File: src/hdl/ringPkg.sv
package ringPkg;

	// tile geometry
	localparam int tileBytes = 16;
	localparam int tileShift = $clog2(tileBytes);	// byte offset bits inside a tile

	// local storage sizes in tiles
	localparam int romTiles = 2048;
	localparam int ramTiles = 512;
	localparam int romIdxW = $clog2(romTiles);	// 11 bits
	localparam int ramIdxW = $clog2(ramTiles);	// 9 bits

	// fill patterns for the two synthetic pages
	localparam logic [127:0] nopTile = {8{16'h3000}};
	localparam logic [127:0] rtsTile = {8{16'h3010}};

	// opm status nibble values
	localparam logic [3:0] errStatus = 4'hB;
	localparam logic [3:0] flagsAll = 4'hF;	// kept as is on an error reply

	// upper opcode nibble of a control command
	localparam logic [3:0] ctrlNibble = 4'h8;

	// ring opcodes in the low byte of opm
	typedef enum logic [7:0]
	{
		opIdle = 8'h00,
		opLoad = 8'h10,
		opLoadC = 8'h11,
		opStore = 8'h12,
		opStoreC = 8'h13,
		opPrefetch = 8'h14,
		opPrefetchS = 8'h15,
		okLoad = 8'h60,
		okStore = 8'h61
	} ringOp;

	// what decode makes of the opcode
	typedef enum logic [2:0]
	{
		clsOther,
		clsLoad,
		clsStore,
		clsPrefetch,
		clsCtrl
	} opClass;

	// which part of the low 256K the address falls in
	typedef enum logic [2:0]
	{
		regNone,
		regRom,
		regRam,
		regZero,
		regNop,
		regRts
	} memRegion;

	// one message slot on the ring
	typedef struct packed
	{
		logic [15:0] seq;	// source node in the top byte
		logic [15:0] opm;	// opcode in the low byte and flags in 11:8
		logic [31:0] addr;
		logic [127:0] data;
	} ringMsg;

	// message plus decode results carried down the pipeline
	typedef struct packed
	{
		ringMsg msg;
		opClass cls;
		memRegion region;
		logic badAddr;	// request with addr bits 31:30 set
	} decodedMsg;

endpackage

File: src/hdl/ringResult.sv
`timescale 1ns/1ps

module ringResult
(
	input logic clock,
	input logic rst,
	input ringPkg::decodedMsg executed,
	input logic [127:0] tileData,
	output ringPkg::ringMsg msgOut
);

	logic isReq;
	logic isLocal;
	ringPkg::ringMsg nextMsg;

	assign isReq = (executed.cls == ringPkg::clsLoad) ||
		(executed.cls == ringPkg::clsStore) ||
		(executed.cls == ringPkg::clsPrefetch);

	assign isLocal = (executed.region != ringPkg::regNone);

	// reply or forward
	always_comb
	begin
		nextMsg = executed.msg;	// default is pass-through
		if (isReq && executed.badAddr)
		begin
			// an all-ones flag nibble survives the error reply
			nextMsg.opm[7:0] = ringPkg::okLoad;
			if (executed.msg.opm[11:8] == ringPkg::flagsAll)
				nextMsg.opm[11:8] = ringPkg::flagsAll;
			else
				nextMsg.opm[11:8] = ringPkg::errStatus;
			nextMsg.data = '0;
		end
		else if (isReq && isLocal)
		begin
			if (executed.cls == ringPkg::clsStore)
				nextMsg.opm[7:0] = ringPkg::okStore;
			else
				nextMsg.opm[7:0] = ringPkg::okLoad;
			nextMsg.data = tileData;	// old tile for a store
		end
		else if (executed.cls == ringPkg::clsCtrl)
		begin
			nextMsg.opm[7:0] = ringPkg::okLoad;	// plain ack with flags kept
			nextMsg.data = '0;
		end
	end

	// back onto the ring
	always_ff @(posedge clock)
	begin
		msgOut.seq <= nextMsg.seq;
		msgOut.addr <= nextMsg.addr;
		msgOut.data <= nextMsg.data;
		if (rst)
			msgOut.opm <= {8'h00, ringPkg::opIdle};
		else
			msgOut.opm <= nextMsg.opm;
	end

endmodule

File: config.mk
export PLATFORM = sky130hd
export DESIGN_NAME = ringResult
export DESIGN_NICKNAME = d
export VERILOG_FILES = /design/src/hdl/ringPkg.sv /design/src/hdl/ringResult.sv
export SDC_FILE = /design/constraint.sdc
export NUM_CORES = 1
export LEC_CHECK = 0
export ABC_AREA = 1
export BUFFER_PORTS_ARGS = -buffer_cell sky130_fd_sc_hd__buf_2
export CORE_AREA = 2 2 205 207
export DETAILED_ROUTE_END_ITERATION = 12
export DIE_AREA = 0 0 207 209
export GPL_ROUTABILITY_DRIVEN = 0
export PLACE_DENSITY = 0.44
export SYNTH_ARGS = -nofsm -noshare
export SYNTH_HDL_FRONTEND = slang
export SYNTH_SLANG_ARGS = --single-unit
File: constraint.sdc
create_clock -name clock -period 2.5 [get_ports clock]
set_input_delay 0 -clock clock [delete_from_list [all_inputs] [get_ports clock]]
set_output_delay 0 -clock clock [all_outputs]
set_load 0.02 [all_outputs]
Yosys cells after proc, flatten, opt, wreduce, memory -nomap -nowiden

Cells that the tools add are included.

Register bits after elaboration: 192
Input bits: 329
Word-level logic and storage cells: 24

Equality and inequality tests: 5
Mux-type cells: 8
Reductions and logical operators: 6

Operator list:

| cell                                                            | number |
|---|---|
| 128-bit two-way mux                                             | 2 |
| 8-bit two-way mux                                               | 2 |
| 7-bit two-way mux                                               | 1 |
| 3-bit by 2-bit == test with 1-bit output, second input constant | 2 |
| 4-bit == test, second input constant                            | 1 |
| 4-bit two-way mux                                               | 1 |
| 3-bit by 1-bit == test with 1-bit output, second input constant | 1 |
| 3-bit == test, second input constant                            | 1 |
| 3-bit two-way mux                                               | 1 |
| 3-bit nonzero test                                              | 1 |
| 1-bit logical AND                                               | 2 |
| 1-bit logical OR                                                | 2 |
| 2-bit OR reduction                                              | 1 |
| 1-bit two-way mux                                               | 1 |

Depth between registers and ports, before layout

Word-level depth: 6
Mapped depth: 7
Gate-level depth less buffers: 6

Worst setup path after synthesis

No wires, ideal clock.

Path type: input -> register
Start point: input port executed[6] (netlist bit)
End point: register msgOut[72] (netlist bit)
Library setup time: 0.120 ns
Path buffers: 3
Data arrival time: 0.825 ns
Cell stages on the path: 6
Slack: 1.556 ns
Required time: 2.380 ns
Cells stage by stage: buf_2 > buf_2 > buf_1 > a21oi_1 > nand2_1 > a21oi_1

Cells in the longest elaborated chain, start to end: 5

Ends and longest elaborated chain:

| what                                                                                                 | RTL line                           | source |
|---|---|---|
| start, declared                                                                                      | ringResult.sv:7                    | `input ringPkg::decodedMsg executed,` |
| 3-bit by 1-bit == test with 1-bit output or 3-bit by 2-bit == test with 1-bit output (tied branches) | ringResult.sv:16, ringResult.sv:17 |  |
| 1-bit logical OR                                                                                     | ringResult.sv:16                   | `assign isReq = (executed.cls == ringPkg::clsLoad) \|\|` |
| 1-bit logical OR                                                                                     | ringResult.sv:17                   | `(executed.cls == ringPkg::clsStore) \|\|` |
| 1-bit logical AND                                                                                    | ringResult.sv:36                   | `else if (isReq && isLocal)` |
| 128-bit two-way mux                                                                                  | ringResult.sv:36                   |  |
| end, declared                                                                                        | ringResult.sv:9                    | `output ringPkg::ringMsg msgOut` |

Several ways; a longest one is shown, not always the timed one.
A chain may end at the register's enable or synchronous reset.

==> summary.md <==
| Metric | Value |
|---|---|
| Status | `finished clean` |
| Starting DRC count in detailed routing | `523` |
| Ys async rst share | `0%` |
| Initial Utilization | `17.9%` |
| Share of cells above drive strength 1 | `31.9%` |
| Worst Path Required | `2940 ps` |
| DP HPWL | `22800 µm` |
| Worst Path Arrival | `2280 ps` |
| Mux cell area share after synthesis | `0%` |
| WL per Instance | `15.3 µm` |
| Met1 Use GR | `18.1%` |
| Die area | `0.0433 mm²` |
| Vias per cell | `4.19` |
| Fmax | `543 MHz` |
| Initial DRT Pass Iterations | `5` |
| # setup viols final | `0` |
| Pwr per Cell Area | `595 mW/mm²` |
| Worst Hold Class | `input pin to flip-flop` |
| Post-synth top cells | `a21oi_1, dfxtp_1, inv_1` |
| Top post-synthesis cells by area | `dfxtp_1, a21oi_1, nand3_1, inv_1, nand2_1` |
| Layout net count | `2095` |
| Chip width | `207 µm` |
| IO buf count | `520` |
| Library cells used by synthesis | `17` |
| Adder-cell share of the synthesized area | `0%` |
| Largest registers | `msgOut x192` |
| VDD IR-drop max | `0.373 mV` |
| Top reg by flops | `msgOut` |
| Synth Area in XOR/XNOR | `0%` |
| Most numerous cell in the Yosys netlist | `a21oi_1` |
| Core Rows | `75` |
| First-pass GRT wire length | `54100 µm` |
| Io pins | `521` |
| Vias | `9722` |
| CTS tree | `done` |
| CTS buffer count | `17` |
| Fin crit period | `1840 ps` |
| Primary FF master, synth | `dfxtp_1` |
| Cell taking the most area after synthesis | `dfxtp_1` |
| Largest family of logic cells by synthesized area | `compound AO/OA/AOI/OAI gates` |
| Syn nets | `1300` |
| Final Hold Fails | `0` |
| Bufs on Longest Clock Path | `2` |
| Grt ovf | `0` |
| Synth Area in Compound Gates | `18.0%` |
| Synth Warn # | `0` |
| Seq cells post-synth | `192` |
| Cell area after synthesis | `0.00737 mm²` |
| Max reg flops | `192` |
| Period Utilization, post-route | `73.7%` |
| Leakage | `7.42 nW` |
| Type of the worst setup path | `input pin to flip-flop` |
| M2 GR Usage | `27.2%` |
| Final ANT Viol Nets | `0` |
| Sum Neg Setup Slack | `0 ps` |
| Total GRT Usage | `16.1%` |
| Layout fillers | `4420` |
| Clk slew on worst S/H paths | `70 ps` |
| Final Instance Area | `0.0144 mm²` |
| Core area | `0.0413 mm²` |
| Power Total | `8.56 mW` |
| Placed Area | `0.0105 mm²` |
| Yosys top cell area share | `52.1%` |
| Vias in the first global route | `9746` |
| Worst Tran Pin Value | `722 ps` |
| Number of synthesized flops with an enable pin | `0` |
| Simple-gate share of the synthesized area | `17.3%` |
| Final wirelength | `35500 µm` |
| DRC Markers | `0` |
| Post-CTS Setup Repair Bufs | `0` |
| RSZ-0062 raised after global routing | `no` |
| Die height | `209 µm` |
| Root buffer cell | `clkbuf_16` |
| GRT Max-Usage Layer | `met2` |
| Syn Area/Cell | `7.59 µm²` |
| Largest net degree at the start of global routing | `133` |
| Met3 Use GR | `5.89%` |
| Area delta synth->final | `95.3%` |
| H-tree depth | `4` |
| Initial antenna violation count | `5` |
| CTS Sinks | `192` |
| Seq/Total Area, Yosys | `52.1%` |
| CP Capture Type | `flip-flop` |
| Mapped Cells | `971` |
| Max-cap viol count | `0` |
| Crit Path Max Fanout | `6` |
| Relative slew margins | `51.9%` |
| Crit start category | `input pin` |
| Max Slew Vio Count | `0` |
==> through the flow <==
stage | setup WS [ps] | std cells | util (%) | hold slack (ps)
after floorplan | 1560 | 971 | - | 27.7
after global placement | 1160 | 1956 | 25.4 | 102
after detailed placement | 1080 | 1956 | 25.4 | 104
after CTS | 784 | 2318 | 34.9 | 4.15
after global routing | 585 | 2321 | 34.9 | 34.7
final | 658 | 2321 | 34.9 | 33.3
==> cell usage in the layout, fill, tap and decap left out, drive strengths merged <==
cell,count
o21a,2
clkinvlp,3
dlygate4sd3,330
nor3,1
dfxtp,192
nand3,137
nand2,138
inv,149
nor2,11
clkbuf,19
clkinv,1
diode,3
a21oi,262
bufinv,3
buf,531
==> power by group <==
part           leakage (nW)  total (mW)  switching, mW  internal (mW)
registers              1.61        3.40         0.0722           3.33
logic                  5.52        2.16           1.12           1.04
clock network         0.295        3.00           1.38           1.62
total                  7.42        8.56           2.57           5.99
==> what timing repair did <==
action,CTS,global route
hold buffers,330,0
resized for setup,0,0
endpoints found under the hold margin,192,0
==> cells by family (layout without fill, tap and decap cells) <==
kind of cell | after synthesis | count (layout)
AOI/OAI and AO/OA | 264 | 264
buffers and inverters | 228 | 1036
DFF | 192 | 192
other | 0 | 3
and+or+nand+nor | 287 | 287
==> worst paths after layout <==
path,start,endpoint,slack [ps],cells past startpoint
worst max-delay path,rst,msgOut[170]$_SDFF_PP0_,660,7
worst min-delay path,executed[0],msgOut[166]$_SDFF_PP0_,30,5
==> routing by layer <==
metal | vias up | routed length, µm
met5 | - | 0
met4 | 0 | 1110
met3 | 63 | 2800
met2 | 424 | 17600
met1 | 4521 | 14000
li1 | 4714 | -
==> worst max-delay path, cell delays in order <==
cell	delay [ps]
dlygate4sd3_1	540
buf_2	160
inv_1	240
nand2_1	90
dlygate4sd3_1	580
a21oi_1	120
dlygate4sd3_1	550
==> final cells by class <==
class / instances / area, µm² / area share [%]
inverter: 143 / 539 / 3.75
sequential: 192 / 3840 / 26.7
multi-input combinational: 551 / 2610 / 18.1
timing repair buffer: 861 / 6100 / 42.4
clock inverter: 13 / 175 / 1.22
antenna: 3 / 7.51 / 0.0521
clock buffer: 19 / 443 / 3.08
tap: 539 / 674 / 4.68
No activity file was read; power rests on OpenSTA's default activity.
